[config.mk]
export PLATFORM = sky130hd
export DESIGN_NAME = line_burst
export DESIGN_NICKNAME = d
export VERILOG_FILES = /design/src/dcache_pkg.sv /design/src/mem_bus_pkg.sv /design/src/line_burst.sv
export SDC_FILE = /design/constraint.sdc
export NUM_CORES = 1
export LEC_CHECK = 0
export ABC_AREA = 1
export BUFFER_PORTS_ARGS = -buffer_cell sky130_fd_sc_hd__buf_4
export CAP_MARGIN = 40
export CORE_UTILIZATION = 42
export CTS_CLUSTER_DIAMETER = 60
export DETAILED_ROUTE_END_ITERATION = 8
export PLACE_DENSITY = 0.88
export SYNTH_ARGS = -nofsm -noshare
export SYNTH_HDL_FRONTEND = slang
export SYNTH_SLANG_ARGS = --single-unit
[constraint.sdc]
create_clock -name clk -period 3.34 [get_ports clk]
set_clock_uncertainty 0.05 [all_clocks]
set_input_delay 0.167 -clock clk [delete_from_list [all_inputs] [get_ports clk]]
set_output_delay 0.167 -clock clk [all_outputs]
set_load 0.1 [all_outputs]
[src/dcache_pkg.sv]
package dcache_pkg;

	// byte address as seen by the cpu
	localparam int ADDR_W = 32;

	// 16 words per line, 16 sets, two ways
	localparam int OFFSET_W = 4;
	localparam int INDEX_W = 4;
	localparam int NUM_SETS = 16;
	localparam int NUM_WAYS = 2;

	// whatever is left above index, offset and the two byte bits
	localparam int TAG_W = 22;

	typedef logic [31:0] word_t;
	typedef logic [3:0] be_t;

	// address fields, tag | index | offset | byte
	typedef logic [TAG_W-1:0] tag_t;
	typedef logic [INDEX_W-1:0] index_t;
	typedef logic [OFFSET_W-1:0] offset_t;

endpackage

[src/mem_bus_pkg.sv]
package mem_bus_pkg;

	// one word per beat, so a line is one full burst
	localparam int BURST_BEATS = 16;

	// counts beats within a burst
	typedef logic [$clog2(BURST_BEATS)-1:0] beat_t;

endpackage

[src/line_burst.sv]
module line_burst (
	input logic clk,
	input logic rst_n,
	input logic start_fill,
	input logic start_wb,
	input logic [dcache_pkg::ADDR_W-1:0] line_addr,
	input logic arready,
	input logic awready,
	input logic wready,
	input logic rvalid,
	input dcache_pkg::word_t rdata,
	input logic rlast,
	input dcache_pkg::word_t way_rdata,
	output logic [dcache_pkg::ADDR_W-1:0] araddr,
	output logic arvalid,
	output logic rready,
	output logic [dcache_pkg::ADDR_W-1:0] awaddr,
	output logic awvalid,
	output dcache_pkg::word_t wdata,
	output logic wvalid,
	output logic wlast,
	output mem_bus_pkg::beat_t beat,
	output logic beat_strobe,
	output dcache_pkg::word_t fill_word,
	output logic done
);
	import dcache_pkg::*;
	import mem_bus_pkg::*;

	typedef enum logic [2:0] {PH_IDLE, PH_AR, PH_R, PH_AW, PH_W} phase_t;

	phase_t phase;
	logic [ADDR_W-1:0] addr_q;
	// w beats sent so far
	beat_t wcnt;
	word_t hold_q;
	logic hold_valid;

	assign araddr = addr_q;
	assign awaddr = addr_q;
	assign fill_word = rdata;

	// stalled beat keeps its word in the hold register
	assign wdata = hold_valid ? hold_q : way_rdata;
	assign wlast = wvalid && (wcnt == beat_t'(BURST_BEATS - 1));

	// in a writeback, beat is the ram read pointer, one ahead of wcnt
	assign beat_strobe = (phase == PH_R && rvalid) || (phase == PH_W && wready);

	always_ff @(posedge clk)
	begin
		if (start_fill || start_wb)
			addr_q <= line_addr;
		if (phase == PH_W && !wready && !hold_valid)
			hold_q <= way_rdata;
	end

	always_ff @(posedge clk)
	begin
		if (!rst_n)
		begin
			phase <= PH_IDLE;
			arvalid <= 1'b0;
			rready <= 1'b0;
			awvalid <= 1'b0;
			wvalid <= 1'b0;
			hold_valid <= 1'b0;
			beat <= '0;
			wcnt <= '0;
			done <= 1'b0;
		end
		else
		begin
			done <= 1'b0;
			case (phase)
				PH_IDLE:
				begin
					beat <= '0;
					wcnt <= '0;
					if (start_fill)
					begin
						arvalid <= 1'b1;
						rready <= 1'b1;
						phase <= PH_AR;
					end
					else if (start_wb)
					begin
						awvalid <= 1'b1;
						phase <= PH_AW;
					end
				end
				PH_AR:
				begin
					if (arready)
					begin
						arvalid <= 1'b0;
						phase <= PH_R;
					end
				end
				PH_R:
				begin
					if (rvalid)
					begin
						beat <= beat + 1'b1;
						// rlast cuts a short burst off as well
						if (beat == beat_t'(BURST_BEATS - 1) || rlast)
						begin
							rready <= 1'b0;
							done <= 1'b1;
							phase <= PH_IDLE;
						end
					end
				end
				PH_AW:
				begin
					// ram already reads word 0 here
					if (awready)
					begin
						awvalid <= 1'b0;
						wvalid <= 1'b1;
						beat <= beat + 1'b1;
						phase <= PH_W;
					end
				end
				PH_W:
				begin
					if (wready)
					begin
						hold_valid <= 1'b0;
						beat <= beat + 1'b1;
						wcnt <= wcnt + 1'b1;
						if (wlast)
						begin
							wvalid <= 1'b0;
							done <= 1'b1;
							phase <= PH_IDLE;
						end
					end
					else if (!hold_valid)
						hold_valid <= 1'b1;
				end
				default:
					phase <= PH_IDLE;
			endcase
		end
	end

endmodule

After elaboration in Yosys (flattened, before gate mapping)
Index checks and enable logic that the tools add are counted.

operators by class
  add/subtract/negate cells = 2
  equality and inequality tests = 16
  muxes and demuxes = 36
  reductions and logical operators = 24

operator list
  cell                                                             number
  32-bit 2-to-1 mux                                                1
  3-bit 2-to-1 mux                                                 8
  4-bit 2-to-1 mux                                                 4
  2-bit != test, second input constant                             8
  4-bit case mux with 4 select lines                               1
  4-bit AND reduction                                              4
  1-bit 2-to-1 mux                                                 15
  3-bit case mux with 5 select lines                               1
  1-bit case mux with 2 select lines                               5
  2-bit nonzero test                                               5
  4-bit by 1-bit adder with 4-bit output, second input constant    2
  4-bit == test, second input constant                             2
  4-bit case mux with 2 select lines                               1
  7-bit AND reduction                                              1
  3-bit by 2-bit == test with 1-bit output, second input constant  2
  1-bit logical AND                                                5
  4-bit nonzero test                                               1
  3-bit by 1-bit == test with 1-bit output, second input constant  1
  3-bit == test, second input constant                             1
  3-bit logical NOT                                                1
  1-bit logical OR                                                 3
  3-bit != test, second input constant                             1
  3-bit AND reduction                                              1
  1-bit logical NOT                                                2
  other kinds (2)                                                  2

word-level totals
  register bits = 81
  input port bits = 105
  output and inout port bits = 139
  word-level logic and storage cells = 89

Longest topological paths before layout
Gate-level depths: netlist (run 1).

  depth in word-level cells = 5
  depth in mapped cells = 11
  mapped depth without buffers = 11

Worst setup path after synthesis (run 1)
No wires, ideal clock.

  path type = reg2out
  from = register phase[2]
  to = output beat_strobe
  data arrival time = 2.686 ns
  data required time = 3.123 ns
  setup slack = 0.437 ns
  cell stages (with the launch flop) = 4
  path buffers = 0
  cell sequence = dfxtp_1 > inv_2 > nand3_2 > o21ai_0

on the way
  longest elaborated chain between the ends = 3
  elaborated cells on any way between the ends = 5
  classes of those cells = 2 x eq/ne; 3 x reduce/logical

RTL lines
  item                                                                              RTL line          RTL
  from (decl)                                                                       line_burst.sv:32  phase_t phase;
  from (signal assigned)                                                            line_burst.sv:62  phase <= PH_IDLE;
  from (signal assigned)                                                            line_burst.sv:84  phase <= PH_AR;
  from (signal assigned)                                                            line_burst.sv:89  phase <= PH_AW;
  3-bit by 2-bit == test with 1-bit output / 3-bit == test (equally long branches)  line_burst.sv:48  assign beat_strobe = (phase == PH_R && rvalid) || (phase == PH_W && wready);
  1-bit logical AND                                                                 line_burst.sv:48
  1-bit logical OR (*)                                                              line_burst.sv:48
  to (decl)                                                                         line_burst.sv:23  output logic beat_strobe,

Mark *: on every way between the ends. The rest lies on a longest branch, timed or not.

Worst setup path in the final report (run 1)
  from = register hold_valid
  to = output wdata[10]

on the way
  longest elaborated chain between the ends = 1

RTL lines
  item                    RTL line           RTL
  from (decl)             line_burst.sv:37   logic hold_valid;
  from (signal assigned)  line_burst.sv:67   hold_valid <= 1'b0;
  from (signal assigned)  line_burst.sv:129  hold_valid <= 1'b0;
  from (signal assigned)  line_burst.sv:140  hold_valid <= 1'b1;
  32-bit 2-to-1 mux       line_burst.sv:44   assign wdata = hold_valid ? hold_q : way_rdata;
  to (decl)               line_burst.sv:19   output dcache_pkg::word_t wdata,

No other way between the ends.

==> flow_metrics.py, run 1 <==
metrics = {
    "synth": {
        "syn_inst": 309,
        "syn_nets": 416,
        "synth_top_area_share_pct": 51.5,
        "ys_ff_latch": 81,
        "syn_area_mm2": 0.00373,
        "seq_area_frac_synth_pct": 60.6,
        "yosys.area.top_type": "edfxtp_1",
        "synth_cell_type_count": 26,
        "yosys_warnings": 0,
        "syn_area_per_cell_um2": 12.1,
        "synthTopCellsByArea": "edfxtp_1 (51%), buf_4 (13%), mux2_2 (9.6%), dfxtp_1 (9.1%), nand2_1 (3.5%)",
    },
    "timing": {
        "report.final.slew_viol_count": 0,
        "finalCriticalPeriod_ns": 1.91,
        "setup_viol": 0,
        "slew_headroom_pct": 70.6,
        "max_freq_mhz": 525,
        "rsz0062_at_grt": "no",
        "hold_viol_final": 0,
        "worst_pin_slew_ns": 0.440,
        "fin_tns_setup_ns": 0,
        "finalCritPeriodShare_pct": 57.1,
    },
    "finish": {
        "layout_commonest_cell": "buf_4",
        "nFillCells": 656,
        "stdcell_count": 611,
        "final_cell_area_mm2": 0.00567,
        "regArea_mm2": 0.00226,
        "nets": 605,
        "drive_gt1_share_pct": 50.1,
        "most-common-layout-cells": "buf_4 (181), dlygate4sd3_1 (65), edfxtp_1 (64)",
        "area_growth_pct": 51.8,
        "insertedDiodeCount": 0,
        "multi_input_area_um2": 878,
    },
    "global_routing": {
        "grt_max_degree": 35,
        "met2_usage_pct": 38.3,
        "grt_antenna_before_repair": 0,
        "grt-busiest-layer": "met2",
        "grt_pass1_wl_um": 13900,
        "first_global_vias": 2944,
        "grt_util_all_layers_pct": 20.2,
        "met1_usage_pct": 20.8,
        "gr-total-overflow": 0,
        "met3_usage_pct": 3.71,
    },
    "drt": {
        "via_per_inst": 4.76,
        "num_vias": 2907,
        "route.antenna.remaining_nets": 0,
        "wl_per_cell_um": 15.7,
        "wl_um": 9570,
        "drcViolationCount": 0,
        "drt_iter0_markers": 102,
        "firstDrtPassIters": 4,
    },
    "clock_network": {
        "cts_tree": "done",
        "root_buffer": "clkbuf_8",
        "cts_resized": 0,
        "cts_max_level": 3,
        "numClockSinks": 81,
        "clockBufferDepth": 2,
        "cts_buffers": 9,
        "clk_pin_slew_ns": 0.09,
        "clock_latency_ns": 0.34,
    },
    "floorplan": {
        "die_height_um": 96.3,
        "initial_core_util_pct": 43.0,
        "rows": 34,
        "ioPinCount": 244,
        "die_w_um": 96.3,
        "die_area_mm2": 0.00927,
        "coreArea_mm2": 0.00868,
    },
    "setup_path": {
        "cp.arrival_ns": 1.69,
        "r2r-start": "phase[0]",
        "end_kind": "output pin",
        "start_kind": "register",
        "critical_path_peak_fanout": 34,
        "crit_start": "hold_valid",
        "path_class": "register to output pin",
        "cp.required_ns": 3.12,
    },
    "placed_design": {
        "place_inst": 530,
        "io_buffers": 179,
        "placement.cell_area_mm2": 0.00475,
        "gp_congestion": 0.895,
        "dp_hpwl_um": 6220,
    },
    "power_and_ir_drop": {
        "finalPower_mw": 4.25,
        "ir_drop_v": 0.000428,
        "p_per_area_mw_per_mm2": 750,
        "cellLeakagePower_nw": 2.48,
    },
    "min_path": {
        "worstHoldStart": "rst_n",
        "hold_class": "primary input to register",
    },
    "status": {
        "outcome": "finished, final reports clean",
    },
    "flow_run": {
        "cap_violations": 0,
    },
}
## flip-flops by register name, indices dropped and copies added (netlist names)
signal      count
araddr         32
hold_valid      1
hold_q         32
beat            4
rready          1
awvalid         1
wvalid          1
done            1
arvalid         1
phase           3
wcnt            4
## metal layers
metal	part of all wire, %	vias to the layer above
met2	55	152
met5	0	-
met3	6.4	37
met1	35	1355
li1	-	1363
met4	3.6	0
## cell families after synthesis
group / count (synthesis) / synth area share, %
AOI/OAI and AO/OA: 21 / 3.35
xor gates and xnor gates: 1 / 0.235
adders and majority gates: 2 / 0.670
buffers and inverters: 93 / 16.0
DFF: 81 / 60.6
muxes: 32 / 9.65
and+or+nand+nor: 79 / 9.55
## area by class of cell
cell class / count / share of cell area [%]
inverter: 24 / 1.63
multi-input combinational: 135 / 15.5
timing repair buffer: 247 / 35.9
tap: 108 / 2.38
clock buffer: 10 / 2.25
clock inverter: 6 / 2.43
sequential: 81 / 39.9
## power by group
part           total [mW]  internal (mW)  leakage (nW)  switching, mW
registers            1.29           1.21         0.754         0.0803
clock network       0.947          0.578         0.131          0.368
logic                2.01          0.481          1.60           1.53
total                4.25           2.27          2.48           1.98
## cells in the mapped netlist
library cell and instances:
buf_4 64, edfxtp_1 64, nand2_1 35, mux2_2 32
nor2_1 21, dfxtp_1 17, inv_1 16, a21oi_1 12
nand3_1 9, inv_2 7, nor2_2 7, buf_2 4
o21ai_0 4, nand2_2 3, a211oi_1 2, ha_1 2
a21oi_4 1, a221oi_1 1, clkbuf_1 1, inv_4 1
nand2_4 1, nand3_2 1, nand4_1 1, nor2_4 1
o21ai_1 1, xnor2_1 1
## worst max-delay path, stage by stage, from the launching register on
cell     delay, ns
dfxtp_1       0.32
buf_4         0.39
mux2_2        0.40
buf_4         0.23
## final timing paths
kind,cells past startpoint,slack [ns],end
setup reg to reg,4,1.65,hold_q[9]
setup / recovery,3,1.43,wdata[10]
hold reg to reg,2,0.42,awvalid
hold / removal,3,0.05,phase[0]
## timing repair
| item | in CTS | in global routing |
|---|---|---|
| hold endpoints to repair | 65 | 0 |
| buffers inserted | 0 | 0 |
| hold buffers | 65 | 0 |
## metrics by stage
stage,hold WS (ns),util [%],setup slack (ns)
after floorplan,0.216,-,0.437
after global placement,0.285,54.5,1.74
after detailed placement,0.285,54.8,1.68
after CTS,0.0320,65.3,1.41
after global routing,0.0376,65.3,1.35
final,0.0518,65.3,1.43
No activity file was read; power rests on OpenSTA's default activity.
==> run 2, diff against run 1 <==
CORE_UTILIZATION = 38   (was 42)
PLACE_DENSITY = 0.84   (was 0.88)
clock period = 1.7 ns   (was 3.34 ns; I/O delays follow)
==> run 2 against run 1 <==
Net effect: sequential cell count is the same; non-clock buffer count grew 4; cell count grew 4.1%; register-to-register slack lost 1.4 ns; critical endpoint is now wdata[13]; largest cell class unchanged; largest power group unchanged.
==> flow_metrics.py, run 2 (synthesis results as in run 1) <==
metrics = {
    "setup_path": {
        "critical_path_peak_fanout": 17,
        "start_kind": "register",
        "path_class": "register to output pin",
        "cpMaxStageDelayCell": "dfxtp_2",
        "cp_num_buf_inv": 2,
        "max_stage_delay_ns": 0.38,
        "path_depth": 3,
        "cp_top_family": "buffers and inverters",
        "cp.required_ns": 1.56,
        "reg2reg_slack_ns": 0.23,
        "r2r_cells": 11,
        "cp.arrival_ns": 1.50,
        "crit_chain": "clkbuf_16 -> mux2_2 -> buf_4",
        "end_kind": "output pin",
    },
    "placed_design": {
        "dp_hpwl_um": 6740,
        "preCtsSetupSlack_ns": 0.229,
        "gp_congestion": 0.878,
        "place_inst": 551,
        "io_buffers": 179,
        "placement.cell_area_mm2": 0.00481,
    },
    "drt": {
        "wl_um": 9760,
        "wl_per_cell_um": 15.3,
        "drt_iter0_markers": 81,
        "route.antenna.remaining_nets": 0,
        "firstDrtPassIters": 4,
        "via_per_inst": 4.55,
        "num_vias": 2895,
        "drcViolationCount": 0,
    },
    "global_routing": {
        "grt_max_degree": 35,
        "grt_util_all_layers_pct": 18.4,
        "first_global_vias": 2892,
        "gr-total-overflow": 0,
        "grt_antenna_before_repair": 0,
        "met1_usage_pct": 18.7,
        "met3_usage_pct": 3.80,
        "grt-busiest-layer": "met2",
        "grt_pass1_wl_um": 14200,
        "met2_usage_pct": 36.6,
    },
    "min_path": {
        "hold_class": "primary input to register",
        "hold_depth": 4,
    },
    "clock_network": {
        "cts_tree": "done",
        "cts_max_level": 3,
        "clock_latency_ns": 0.34,
        "post_cts_buffers": 0,
        "clk_pin_slew_ns": 0.08,
        "cts_buffers": 9,
        "numClockSinks": 81,
        "clockBufferDepth": 2,
        "root_buffer": "clkbuf_8",
    },
    "power_and_ir_drop": {
        "clockPowerShare_pct": 17.6,
        "p_comb_share_pct": 50.4,
        "finalPower_mw": 8.02,
        "p_per_area_mw_per_mm2": 1390,
        "seqPwrFrac_pct": 32.0,
        "p_sw_mw": 3.91,
        "cellLeakagePower_nw": 2.48,
        "p_int_mw": 4.11,
        "ir_drop_v": 0.000776,
        "p_sw_share_pct": 48.8,
    },
    "finish": {
        "layout_commonest_cell": "buf_4",
        "nets": 609,
        "stdcell_count": 636,
        "final_cell_area_mm2": 0.00577,
        "drive_gt1_share_pct": 51.7,
        "insertedDiodeCount": 0,
        "most-common-layout-cells": "buf_4 (168), dlygate4sd3_1 (68), edfxtp_1 (64)",
        "area_growth_pct": 54.6,
    },
    "floorplan": {
        "ioPinCount": 244,
        "die_area_mm2": 0.0102,
        "coreArea_mm2": 0.00937,
        "die_height_um": 101,
        "die_w_um": 101,
        "rows": 35,
        "initial_core_util_pct": 39.9,
    },
    "timing": {
        "setup_viol": 0,
        "rsz0062_at_grt": "no",
        "report.final.slew_viol_count": 0,
        "fin_ws_ns": 0.0655,
        "worst_pin_slew_ns": 0.394,
        "hold_viol_final": 0,
        "finalCritPeriodShare_pct": 96.1,
        "finalCriticalPeriod_ns": 1.63,
        "max_freq_mhz": 612,
        "slew_headroom_pct": 73.7,
        "fin_tns_setup_ns": 0,
    },
    "status": {
        "outcome": "finished, final reports clean",
    },
    "flow_run": {
        "cap_violations": 0,
    },
}
run 2: metal layers:
metal,vias up,routed length (um)
met4,0,182
met2,148,5510
met5,-,0
met1,1354,3370
li1,1372,-
met3,21,703
run 2: what timing repair did:
action / in CTS / in global routing
pin swaps: 0 / 0
gates resized for setup: 1 / 17
hold buffers: 68 / 0
hold endpoints to repair: 73 / 0
cloned: 0 / 1
setup endpoints to repair: 1 / 36
run 2: through the flow:
step                      utilization (%)  hold WS, ns
final                                61.6       0.0225
after global routing                 61.6       0.0349
after CTS                            60.7       0.0114
after detailed placement             51.3        0.121
after global placement               51.3        0.121
after floorplan                         -        0.134
run 2: cell type report:
cell class                 instances  area, um2
fill                             737       3600
sequential                        81       2280
timing repair buffer             251       2150
multi-input combinational        135        900
tap                              129        161
clock buffer                      11        131
inverter                          24       96.3
clock inverter                     5       63.8
run 2: power by group through the flow:
stage,registers [mW],logic (mW),clock network [mW]
after floorplan,3.45,2.61,0
after global placement,2.58,3.78,0
after detailed placement,2.60,3.84,0
after CTS,2.55,3.99,1.46
after global routing,2.59,4.24,1.55
final,2.57,4.05,1.41
run 2: worst paths after layout:
kind,startpoint,end
setup reg to reg,wcnt[0],phase[1]
hold reg to reg,awvalid,awvalid
hold / removal,awready,awvalid
setup / recovery,hold_valid,wdata[13]
run 2: worst register-to-register path: stages (launching register included):
cell	delay [ns]
dfxtp_1	0.35
ha_1	0.18
nand2_1	0.09
inv_1	0.07
nand2_2	0.07
nand2_1	0.07
nand2_1	0.08
nor2_4	0.13
nand2_2	0.10
nand2_1	0.07
nand2_1	0.04
nor2_1	0.10
