--- src/dcache_pkg.sv ---
package dcache_pkg;

	// byte address as seen by the cpu
	localparam int ADDR_W = 32;

	// 16 words per line, 16 sets, two ways
	localparam int OFFSET_W = 4;
	localparam int INDEX_W = 4;
	localparam int NUM_SETS = 16;
	localparam int NUM_WAYS = 2;

	// whatever is left above index, offset and the two byte bits
	localparam int TAG_W = 22;

	typedef logic [31:0] word_t;
	typedef logic [3:0] be_t;

	// address fields, tag | index | offset | byte
	typedef logic [TAG_W-1:0] tag_t;
	typedef logic [INDEX_W-1:0] index_t;
	typedef logic [OFFSET_W-1:0] offset_t;

endpackage

--- src/mem_bus_pkg.sv ---
package mem_bus_pkg;

	// one word per beat, so a line is one full burst
	localparam int BURST_BEATS = 16;

	// counts beats within a burst
	typedef logic [$clog2(BURST_BEATS)-1:0] beat_t;

endpackage

--- src/cache_ctrl.sv ---
module cache_ctrl (
	input logic clk,
	input logic rst_n,
	input logic cpu_re,
	input logic cpu_we,
	input logic [dcache_pkg::ADDR_W-1:0] cpu_addr,
	input dcache_pkg::be_t cpu_byte_enable,
	input dcache_pkg::word_t cpu_wdata,
	input logic hit,
	input logic hit_way,
	input logic victim_way,
	input logic victim_dirty,
	input dcache_pkg::tag_t victim_tag,
	input mem_bus_pkg::beat_t beat,
	input logic beat_strobe,
	input dcache_pkg::word_t fill_word,
	input logic done,
	output logic cpu_stall,
	output logic rdata_way_sel,
	output logic touch,
	output logic mark_dirty,
	output logic install,
	output logic clean,
	output logic start_fill,
	output logic start_wb,
	output logic [dcache_pkg::ADDR_W-1:0] line_addr,
	output logic [dcache_pkg::INDEX_W+dcache_pkg::OFFSET_W-1:0] way0_addr,
	output logic [dcache_pkg::INDEX_W+dcache_pkg::OFFSET_W-1:0] way1_addr,
	output dcache_pkg::be_t way0_we,
	output dcache_pkg::be_t way1_we,
	output dcache_pkg::word_t way_wdata
);
	import dcache_pkg::*;

	typedef enum logic [2:0] {S_IDLE, S_RESPOND, S_WRITEBACK, S_FILL, S_INSTALL} state_t;

	state_t state;
	state_t state_next;
	tag_t cpu_tag;
	index_t cpu_index;
	offset_t cpu_offset;
	logic req;
	logic accept;
	logic miss;
	logic [INDEX_W+OFFSET_W-1:0] ram_addr;
	logic [INDEX_W+OFFSET_W-1:0] wr_addr_q;
	be_t wr_be_q;
	word_t wr_data_q;
	be_t resp_be;
	be_t fill_be;

	// word address, byte bits dropped
	assign {cpu_tag, cpu_index, cpu_offset} = cpu_addr[ADDR_W-1:2];

	assign req = cpu_re || cpu_we;
	assign accept = (state == S_IDLE) && req && hit;
	assign miss = (state == S_IDLE) && req && !hit;

	assign cpu_stall = !((state == S_IDLE) && hit);
	assign touch = accept;
	assign mark_dirty = accept && cpu_we;

	// dirty victim goes out first, the fill follows its done
	assign start_wb = miss && victim_dirty;
	assign start_fill = (miss && !victim_dirty) || ((state == S_WRITEBACK) && done);
	assign clean = (state == S_WRITEBACK) && done;
	assign install = state == S_INSTALL;

	assign line_addr = start_wb ? {victim_tag, cpu_index, {(OFFSET_W + 2){1'b0}}}
		: {cpu_tag, cpu_index, {(OFFSET_W + 2){1'b0}}};

	always_comb
	begin
		case (state)
			S_RESPOND:
				ram_addr = wr_addr_q;
			S_WRITEBACK, S_FILL:
				ram_addr = {cpu_index, beat};
			default:
				ram_addr = {cpu_index, cpu_offset};
		endcase
	end

	assign way0_addr = ram_addr;
	assign way1_addr = ram_addr;

	// hit write lands in the respond cycle, fill beats go to the victim
	assign resp_be = (state == S_RESPOND) ? wr_be_q : '0;
	assign fill_be = ((state == S_FILL) && beat_strobe) ? '1 : '0;
	assign way0_we = (rdata_way_sel ? '0 : resp_be) | (victim_way ? '0 : fill_be);
	assign way1_we = (rdata_way_sel ? resp_be : '0) | (victim_way ? fill_be : '0);
	assign way_wdata = (state == S_RESPOND) ? wr_data_q : fill_word;

	always_comb
	begin
		state_next = state;
		case (state)
			S_IDLE:
			begin
				if (accept)
					state_next = S_RESPOND;
				else if (miss)
					state_next = victim_dirty ? S_WRITEBACK : S_FILL;
			end
			S_RESPOND:
				state_next = S_IDLE;
			S_WRITEBACK:
			begin
				if (done)
					state_next = S_FILL;
			end
			S_FILL:
			begin
				if (done)
					state_next = S_INSTALL;
			end
			S_INSTALL:
				state_next = S_IDLE;
			default:
				state_next = S_IDLE;
		endcase
	end

	always_ff @(posedge clk)
	begin
		if (!rst_n)
		begin
			state <= S_IDLE;
			rdata_way_sel <= 1'b0;
		end
		else
		begin
			state <= state_next;
			if (accept)
				rdata_way_sel <= hit_way;
		end
	end

	// captured at acceptance, used in the respond cycle
	always_ff @(posedge clk)
	begin
		if (accept)
		begin
			wr_addr_q <= {cpu_index, cpu_offset};
			wr_be_q <= cpu_we ? cpu_byte_enable : '0;
			wr_data_q <= cpu_wdata;
		end
	end

endmodule

--- config.mk ---
export PLATFORM = sky130hd
export DESIGN_NAME = cache_ctrl
export DESIGN_NICKNAME = d
export VERILOG_FILES = /design/src/dcache_pkg.sv /design/src/mem_bus_pkg.sv /design/src/cache_ctrl.sv
export SDC_FILE = /design/constraint.sdc
export NUM_CORES = 1
export LEC_CHECK = 0
export ABC_CLOCK_PERIOD_IN_PS = 4300
export BUFFER_PORTS_ARGS = -buffer_cell sky130_fd_sc_hd__buf_2
export CAP_MARGIN = 20
export CORE_ASPECT_RATIO = 2
export CORE_MARGIN = 5
export CORE_UTILIZATION = 30
export CTS_BUF_LIST = sky130_fd_sc_hd__clkbuf_4 sky130_fd_sc_hd__clkbuf_8 sky130_fd_sc_hd__clkbuf_16
export DETAILED_ROUTE_END_ITERATION = 7
export HOLD_SLACK_MARGIN = 0.05
export MAX_ROUTING_LAYER = met4
export PLACE_DENSITY = 0.68
export REMOVE_ABC_BUFFERS = 1
export SLEW_MARGIN = 20
export SYNTH_ARGS = -nofsm -noshare
export SYNTH_HDL_FRONTEND = slang
export SYNTH_SLANG_ARGS = --single-unit
--- constraint.sdc ---
create_clock -name clk -period 4.3 [get_ports clk]
set_clock_uncertainty 0.05 [all_clocks]
set_input_delay 0 -clock clk [delete_from_list [all_inputs] [get_ports clk]]
set_output_delay 0 -clock clk [all_outputs]
set_load 0.01 [all_outputs]
* Word-level counts from Yosys, hierarchy flattened
Index checks and enable logic that the tools add are counted.
Cells by class: reduce and logical (&&, ||, !) cells 17, bitwise logic cells 2, equal/unequal tests 7, muxes and demuxes 15
Operators with widths (number):
- $mux W32 | 2
- $mux W4 | 6
- $pmux W8 S2 | 1
- $mux W3 | 4
- $logic_and A1 B1 Y1 | 9
- $pmux W3 S3 | 1
- $or A4 B4 Y4 | 2
- $eq A3 B2 Y1 const B | 2
- $ne A2 B2 Y1 const B | 2
- $eq A3 B1 Y1 const B | 1
- $eq A3 B3 Y1 const B | 1
- $logic_not A1 Y1 | 3
- $logic_not A3 Y1 | 1
- $ne A3 B3 Y1 const B | 1
- $reduce_and A3 Y1 | 1
- $logic_or A1 B1 Y1 | 2
- $reduce_or A2 Y1 | 1
- $mux W1 | 1
Word-level totals: output and inout port bits 96, register bits after elaboration 48, word-level logic and storage cells 46

* Depth between registers and ports, before layout
Gate-level depths: netlist of run 1.
word-level depth 6, depth in mapped cells 5, mapped depth without buffers 3

* Worst setup path before layout of run 1
OpenSTA, ideal clock, no wires.
path kind flip-flop to flip-flop, start point register state[1], end point register wr_addr_q[0] (enable), data required time 3.724 ns, clock period less this slack 4.889 ns, arrival 4.313 ns, cell stages (with the launch flop) 3, path slack -0.589 ns, cell sequence dfxtp_1 or3_4 nor3b_1
On the way: cells in the longest elaborated chain, start to end 3
Ends and longest elaborated chain:
- from (decl) | RTL line cache_ctrl.sv:37 | state_t state;
- from (signal assigned) | RTL line cache_ctrl.sv:133 | state <= state_next;
- $logic_not A3 Y1 | RTL line cache_ctrl.sv:56 | assign accept = (state == S_IDLE) && req && hit;
- $logic_and A1 B1 Y1 (2 in series) | RTL line cache_ctrl.sv:56
- via touch | RTL line cache_ctrl.sv:20 | output logic touch,
- to (signal assigned) | RTL line cache_ctrl.sv:144 | wr_addr_q <= {cpu_index, cpu_offset};
- to (decl) | RTL line cache_ctrl.sv:46 | logic [INDEX_W+OFFSET_W-1:0] wr_addr_q;
The timed path passes the listed nets, and every way through them passes these cells. A chain may end at the register's enable or synchronous reset.

* Worst setup path after layout of run 1
start point register state[1], end point register rdata_way_sel
On the way: cells in the longest elaborated chain, start to end 3
Ends and longest elaborated chain:
- $logic_not A3 Y1 | RTL line cache_ctrl.sv:56
- $logic_and A1 B1 Y1 (2 in series) | RTL line cache_ctrl.sv:56
- to (signal assigned) | RTL line cache_ctrl.sv:135 | rdata_way_sel <= hit_way;
- to (decl) | RTL line cache_ctrl.sv:19 | output logic rdata_way_sel,
No other way between the ends.

==> results.toml, run 1 <==
[outcome]
status = "completed"

[synth]
yosysWarnings = 0
synth-adder-area-share_pct = 0
synthMuxAreaShare_pct = 27.3
ys_seq_area_share_pct = 52.0
synth_cell_types = 31
syn_inst = 195
mappedNetlistArea_um2 = 2690
synth_top_family_by_area = "multiplexers"
synth_seq_cells = 48
synth.avg_cell_area_um2 = 13.8
synthSimpleGateAreaFrac_pct = 7.43
synth_compound_area_share_pct = 5.99
synth_xor_area_share_pct = 0

[global_route]
met2_usage_pct = 30.5
gr-max-usage-layer = "met2"
met1_usage_pct = 13.8
grt_max_degree = 48
use_met3_pct = 3.43
grt_pass1_wl_mm = 13.3
grt_pass1_vias = 2749
track_usage_pct = 15.6
antenna_found_initial = 1
grt.overflow.total = 0

[setup_path]
cp.arrival_ns = 2.70
worst_ep_required_time_ns = 4.48
r2r-end = "rdata_way_sel"
startpoint_type = "flip-flop"
crit_end = "rdata_way_sel"
ff2ff_setup_slack_ns = 1.78
crit_fanout = 47
r2r-start = "state[1]"
reg2reg_depth = 5
crit_path_end_kind = "flip-flop"
path_class = "reg -> reg"
startpoint = "state[1]"

[detailed_routing]
routed_wl_mm = 9.04
wire_per_inst_um = 16.0
first_pass_iters = 4
via_count = 2606
first_iter_violations = 79
via_per_inst = 4.60
drc = 0
ant_nets = 0

[timing]
setup_viol = 0
holdWs_ns = 0.118
finalWorstSetupSlack_ns = 1.78
rsz0062_at_grt = "no"
hold_violations = 0
fin_crit_sh_pct = 58.5
worst_pin_slew_ns = 0.619
fmax_mhz = 398
layout_min_cycle_time_ns = 2.52
maxSlewViolCount = 0
relSlewSlack_pct = 58.7

[layout]
finalNetCount = 598
multi_input_area_um2 = 1130
fillCellCount = 787
regArea_um2 = 1400
final_layout_size_suffix_gt1_share_pct = 64.6
area_delta_synth_final_pct = 68.5

[floorplan]
die_x_um = 77.0
die_y_um = 144
dieArea_um2 = 11100
boundaryPins = 232
start_util_pct = 30.3
core_area_um2 = 8890
fp-row-count = 49

[clock_tree]
cts_buffer_depth = 2
h-tree-depth = 2
post_cts_buffers = 0
cts_root_buffer = "clkbuf_16"
cts_tree = "done"
clk_latency_ns = 0.28
clk_pin_slew_ns = 0.07
cts_sinks = 48
cts.repair.resized = 0
cts_buffers = 5

[placed_design]
dp.final_hpwl_mm = 6.80
dpl_worst_slack_ns = 2.11
io_buffer_count = 223
routabilityCongestion = 0.798

[power]
ir_worst_vdd_mv = 0.276
power_density_nw_per_um2 = 334
leakagePower_nw = 2.23

[flow_run]
max_cap_viol_count = 0

[hold_path]
hp-class = "in -> reg"
hold_depth = 4
-- synthesized netlist by cell type --
master / number / area [µm²]
edfxtp_1: 44 / 1320
mux2_2: 39 / 439
mux2_4: 19 / 285
buf_4: 18 / 135
nand2_1: 11 / 41.3
clkbuf_1: 7 / 26.3
nor2_1: 6 / 22.5
o21ai_0: 6 / 30.0
a21o_1: 4 / 30.0
a22oi_1: 4 / 30.0
a31o_2: 4 / 35.0
and2_1: 4 / 25.0
dfxtp_1: 4 / 80.1
nor2b_1: 4 / 25.0
nor3b_1: 3 / 22.5
buf_6: 2 / 22.5
nor3_1: 2 / 10.0
a22o_1: 1 / 8.76
and3_1: 1 / 6.26
and4_1: 1 / 8.76
and4b_1: 1 / 10.0
buf_2: 1 / 5.00
conb_1: 1 / 3.75
inv_1: 1 / 3.75
mux2i_1: 1 / 10.0
o211a_1: 1 / 10.0
o21bai_1: 1 / 7.51
o311a_1: 1 / 10.0
or3_4: 1 / 11.3
or4_1: 1 / 7.51
or4b_1: 1 / 10.0
-- timing repair --
action,4_1_cts,5_1_grt
hold buffers,56,0
endpoints found under the setup margin,0,0
endpoints found under the hold margin,48,0
-- cells by family after synthesis --
group,Yosys count
multiplexers,59
flip-flops,48
AND/OR/NAND/NOR,36
buffers and inverters,29
AO/OA/AOI/OAI,22
other,1
-- state kept, by name, summed over array words and instances, names as in the netlist --
signal,flops
wr_data_q,32
wr_be_q,4
state,3
rdata_way_sel,1
wr_addr_q,8
-- report_power, final --
part           switching, mW  internal (mW)
combinational          0.232          0.262
clock                  0.164          0.273
sequential            0.0233          0.561
-- critical path, stage by stage (launching register included) --
cell           delay (ns)
dfxtp_1              0.45
or3_4                0.45
nor3b_2              0.17
buf_4                0.54
mux2i_1              0.24
dlygate4sd3_1        0.56
-- per-layer routing --
metal  vias up  part of all wire (%)
li1       1241                     -
met1      1205                    31
met2       141                    58
met3        19                   7.9
met4         0                   3.0
met5         -                     0
-- per-stage QoR --
step | total power, mW | setup TNS, ns | util, % | instance area, µm² | instances
floorplan | 0.844 | -31.87 | - | 2520 | 172
global placement | 1.04 | 0 | 42.8 | 3810 | 501
detailed placement | 1.05 | 0 | 42.8 | 3810 | 501
CTS | 1.53 | 0 | 51.0 | 4540 | 565
global route | 1.59 | 0 | 51.0 | 4540 | 565
finish | 1.51 | 0 | 51.0 | 4540 | 566
-- cells in the final DEF (no fill, tap or decap), types with 2 or more instances in the layout --
cell type and count:
a22oi_1 4, edfxtp_1 44, buf_2 223, nor2b_1 4, mux2_2 39, buf_4 4, a21o_1 4, nor2_1 6
conb_1 6, clkbuf_16 5, dfxtp_1 4, dlygate4sd3_1 56, mux2_4 19, and2_1 4, nor3b_2 2, o21ai_0 6
nand2_1 11, a31o_2 4, nor3_1 2
-- worst min-delay path by stage --
stage / end / start / slack (ns)
floorplan: line_addr[6] / cpu_addr[6] / -0.05
global placement: wr_data_q[12] / cpu_wdata[12] / 0.13
detailed placement: wr_data_q[21] / cpu_wdata[21] / 0.13
CTS: state[0] / cpu_re / 0.10
global route: state[0] / done / 0.14
finish: state[0] / done / 0.12
-- layout make-up --
class,instances,share of cell area [%]
Clock inverter,3,0.937
Clock buffer,5,2.76
Sequential cell,48,30.9
Tap cell,102,2.81
Inverter,1,0.0827
Multi-Input combinational cell,123,24.9
Timing Repair Buffer,283,37.6
Antenna cell,1,0.0551
Note: power is estimated with default switching activity, not from simulation.
==> run 2, diff against run 1 <==
Settings changed: ABC_AREA set to 1, ABC_CLOCK_PERIOD_IN_PS 4300 to 2400, PLACE_DENSITY 0.68 to 0.66.
Clock period 4.3 ns to 2.4 ns, I/O delays scaled along.
==> run 2 against run 1 <==
Effect of this change: clock-buffer cell count is 1 higher; global-route usage is 0.18 points higher; sequential power is 85% higher; final cell count is 25% higher; die area is 0.12% lower; clock power is 79% higher; combinational power grew to 2.7 times the previous value; hold slack worse by 0.053 ns; setup slack worse by 1.3 ns; flip-flop and latch count stayed put; critical path depth is 2 higher; non-clock buffer count is 5 lower; critical path type is now reg -> out; largest power group is now combinational cells; highest routed layer unchanged.
==> results.toml, run 2 <==
[outcome]
status = "completed"

[global_route]
grt_pass1_wl_mm = 13.9
grt.overflow.total = 0
grt_max_degree = 46
grt_pass1_vias = 3102
met2_usage_pct = 29.3
antenna_found_initial = 0
track_usage_pct = 15.8
met1_usage_pct = 15.3
use_met3_pct = 3.76
gr-max-usage-layer = "met2"

[floorplan]
start_util_pct = 30.3
die_y_um = 144
core_area_um2 = 8890
die_x_um = 77.0
dieArea_um2 = 11100
fp-row-count = 49
boundaryPins = 232

[setup_path]
reg2reg_depth = 4
worst_ep_required_time_ns = 2.35
startpoint_type = "flip-flop"
path_class = "reg -> out"
ff2ff_setup_slack_ns = 0.72
crit_fanout = 33
crit_path_end_kind = "output pin"
r2r-start = "state[2]"
cp.arrival_ns = 1.91
r2r-end = "wr_data_q[13]"

[synth]
syn_inst = 343
yosysTopAreaCell = "edfxtp_1"
yosysWarnings = 0
ys_seq_area_share_pct = 52.1
synth_cell_types = 20
ys_top_cells_by_count = "nand2_1 (188), edfxtp_1 (44), nand3_1 (29)"
synthArstFlopShare_pct = 0
synth_seq_cells = 48
synth_flop_cell = "edfxtp_1"
yosys-top-cells-area = "edfxtp_1 (49%), nand2_1 (26%), buf_4 (5.6%), nand3_1 (5.4%), dfxtp_1 (3.0%)"
yosysMostFrequentCell = "nand2_1"
mappedNetlistArea_um2 = 2690
synth-edff-count = 44
synth.avg_cell_area_um2 = 7.84
synth_top_area_share_pct = 49.1

[layout]
final_common_cell = "buf_2"
final_cell_mix = "buf_2 (223), nand2_1 (188), dlygate4sd3_1 (51)"
largestRegisters = "wr_data_q (32), wr_addr_q (8), wr_be_q (4)"
layout.cells.non_filler = 705
diodes = 0
finalNetCount = 738
final_layout_size_suffix_gt1_share_pct = 40.0
largest-register = "wr_data_q"
area_delta_synth_final_pct = 65.5
largest_reg_flops = 32

[power]
power_density_nw_per_um2 = 719
leakagePower_nw = 2.42
ir_worst_vdd_mv = 0.388

[detailed_routing]
first_iter_violations = 103
via_per_inst = 4.43
first_pass_iters = 5
drc = 0
via_count = 3126
routed_wl_mm = 8.85
ant_nets = 0
wire_per_inst_um = 12.6

[placed_design]
io_buffer_count = 223
routabilityCongestion = 0.835
dpl_worst_slack_ns = 0.333
dp.cells = 646
dp.final_hpwl_mm = 6.95

[clock_tree]
post_cts_buffers = 0
cts_buffers = 5
cts_root_buffer = "clkbuf_16"
cts_sinks = 48
clk_pin_slew_ns = 0.06
cts_tree = "done"
h-tree-depth = 2
cts_buffer_depth = 2
clk_latency_ns = 0.28

[timing]
hold_violations = 0
layout_min_cycle_time_ns = 1.96
finalWorstSetupSlack_ns = 0.441
relSlewSlack_pct = 62.9
setup_viol = 0
fin_crit_sh_pct = 81.6
maxSlewViolCount = 0
rsz0062_at_grt = "no"
fmax_mhz = 511
fin_tns_setup_ns = 0
worst_pin_slew_ns = 0.557

[hold_path]
worstHoldStart = "hit"
min_to = "state[1]"
hp-class = "in -> reg"
hold_depth = 4

[flow_run]
max_cap_viol_count = 0
## run 2: cell families (layout without fill, tap and decap cells)
family                 after synthesis  after routing  synth area share (%)
and+or+nand+nor                    236            236                  35.7
other                                1              6                 0.139
buffers and inverters               48            303                  10.2
DFF                                 48             48                  52.1
AOI/OAI and AO/OA                   10             10                  1.86
## run 2: per-layer routing
metal | wire length (µm) | vias to the layer above
met2 | 4770 | 181
met1 | 3010 | 1348
met4 | 210 | 0
met5 | 0 | -
met3 | 854 | 15
li1 | - | 1582
## run 2: report_power, final
part,internal [mW],switching [mW]
Sequential,1.05,0.0366
Clock,0.501,0.282
Combinational,0.525,0.811
Total,2.07,1.13
## run 2: critical path: stages (launching register included)
cell        delay (ns)
dfxtp_1           0.39
nor2_4            0.07
nand2_2           0.09
clkinvlp_4        0.44
buf_4             0.37
nand2_1           0.06
nand2_1           0.06
buf_2             0.14
## run 2: what timing repair did
item | CTS | global route
endpoints found under the setup margin | 0 | 13
hold buffers | 51 | 0
hold endpoints to repair | 48 | 0
gates resized for setup | 0 | 1
## run 2: final cells by class
cell class / instances / area (µm²)
Timing Repair Buffer: 278 / 1660
Clock buffer: 6 / 133
Fill cell: 848 / 4440
Tap cell: 102 / 128
Inverter: 17 / 67.6
Sequential cell: 48 / 1400
Clock inverter: 2 / 35.0
Multi-Input combinational cell: 252 / 1030
## run 2: worst max path at each step
| stage | end | from | slack (ns) | depth (start not counted) |
|---|---|---|---|---|
| after floorplan | wr_addr_q[0] | state[2] | 0.37 | 3 |
| after CTS | way0_addr[4] | state[2] | 0.02 | 7 |
| after global placement | way0_addr[4] | state[2] | 0.40 | 7 |
| after global routing | way1_we[3] | state[1] | 0.23 | 7 |
| after detailed placement | way0_addr[4] | state[2] | 0.33 | 7 |
| final | way0_addr[4] | state[2] | 0.44 | 7 |
## run 2: stage by stage
| stage | hold slack, ns | utilization [%] | total power [mW] | area, µm² |
|---|---|---|---|---|
| detailed placement | 0.128 | 42.4 | 2.38 | 3770 |
| CTS | 0.0580 | 50.0 | 3.24 | 4450 |
| global route | 0.0809 | 50.1 | 3.43 | 4450 |
| finish | 0.0651 | 50.1 | 3.20 | 4450 |
| floorplan | -0.0500 | - | 1.78 | 2500 |
| global placement | 0.127 | 42.4 | 2.35 | 3770 |
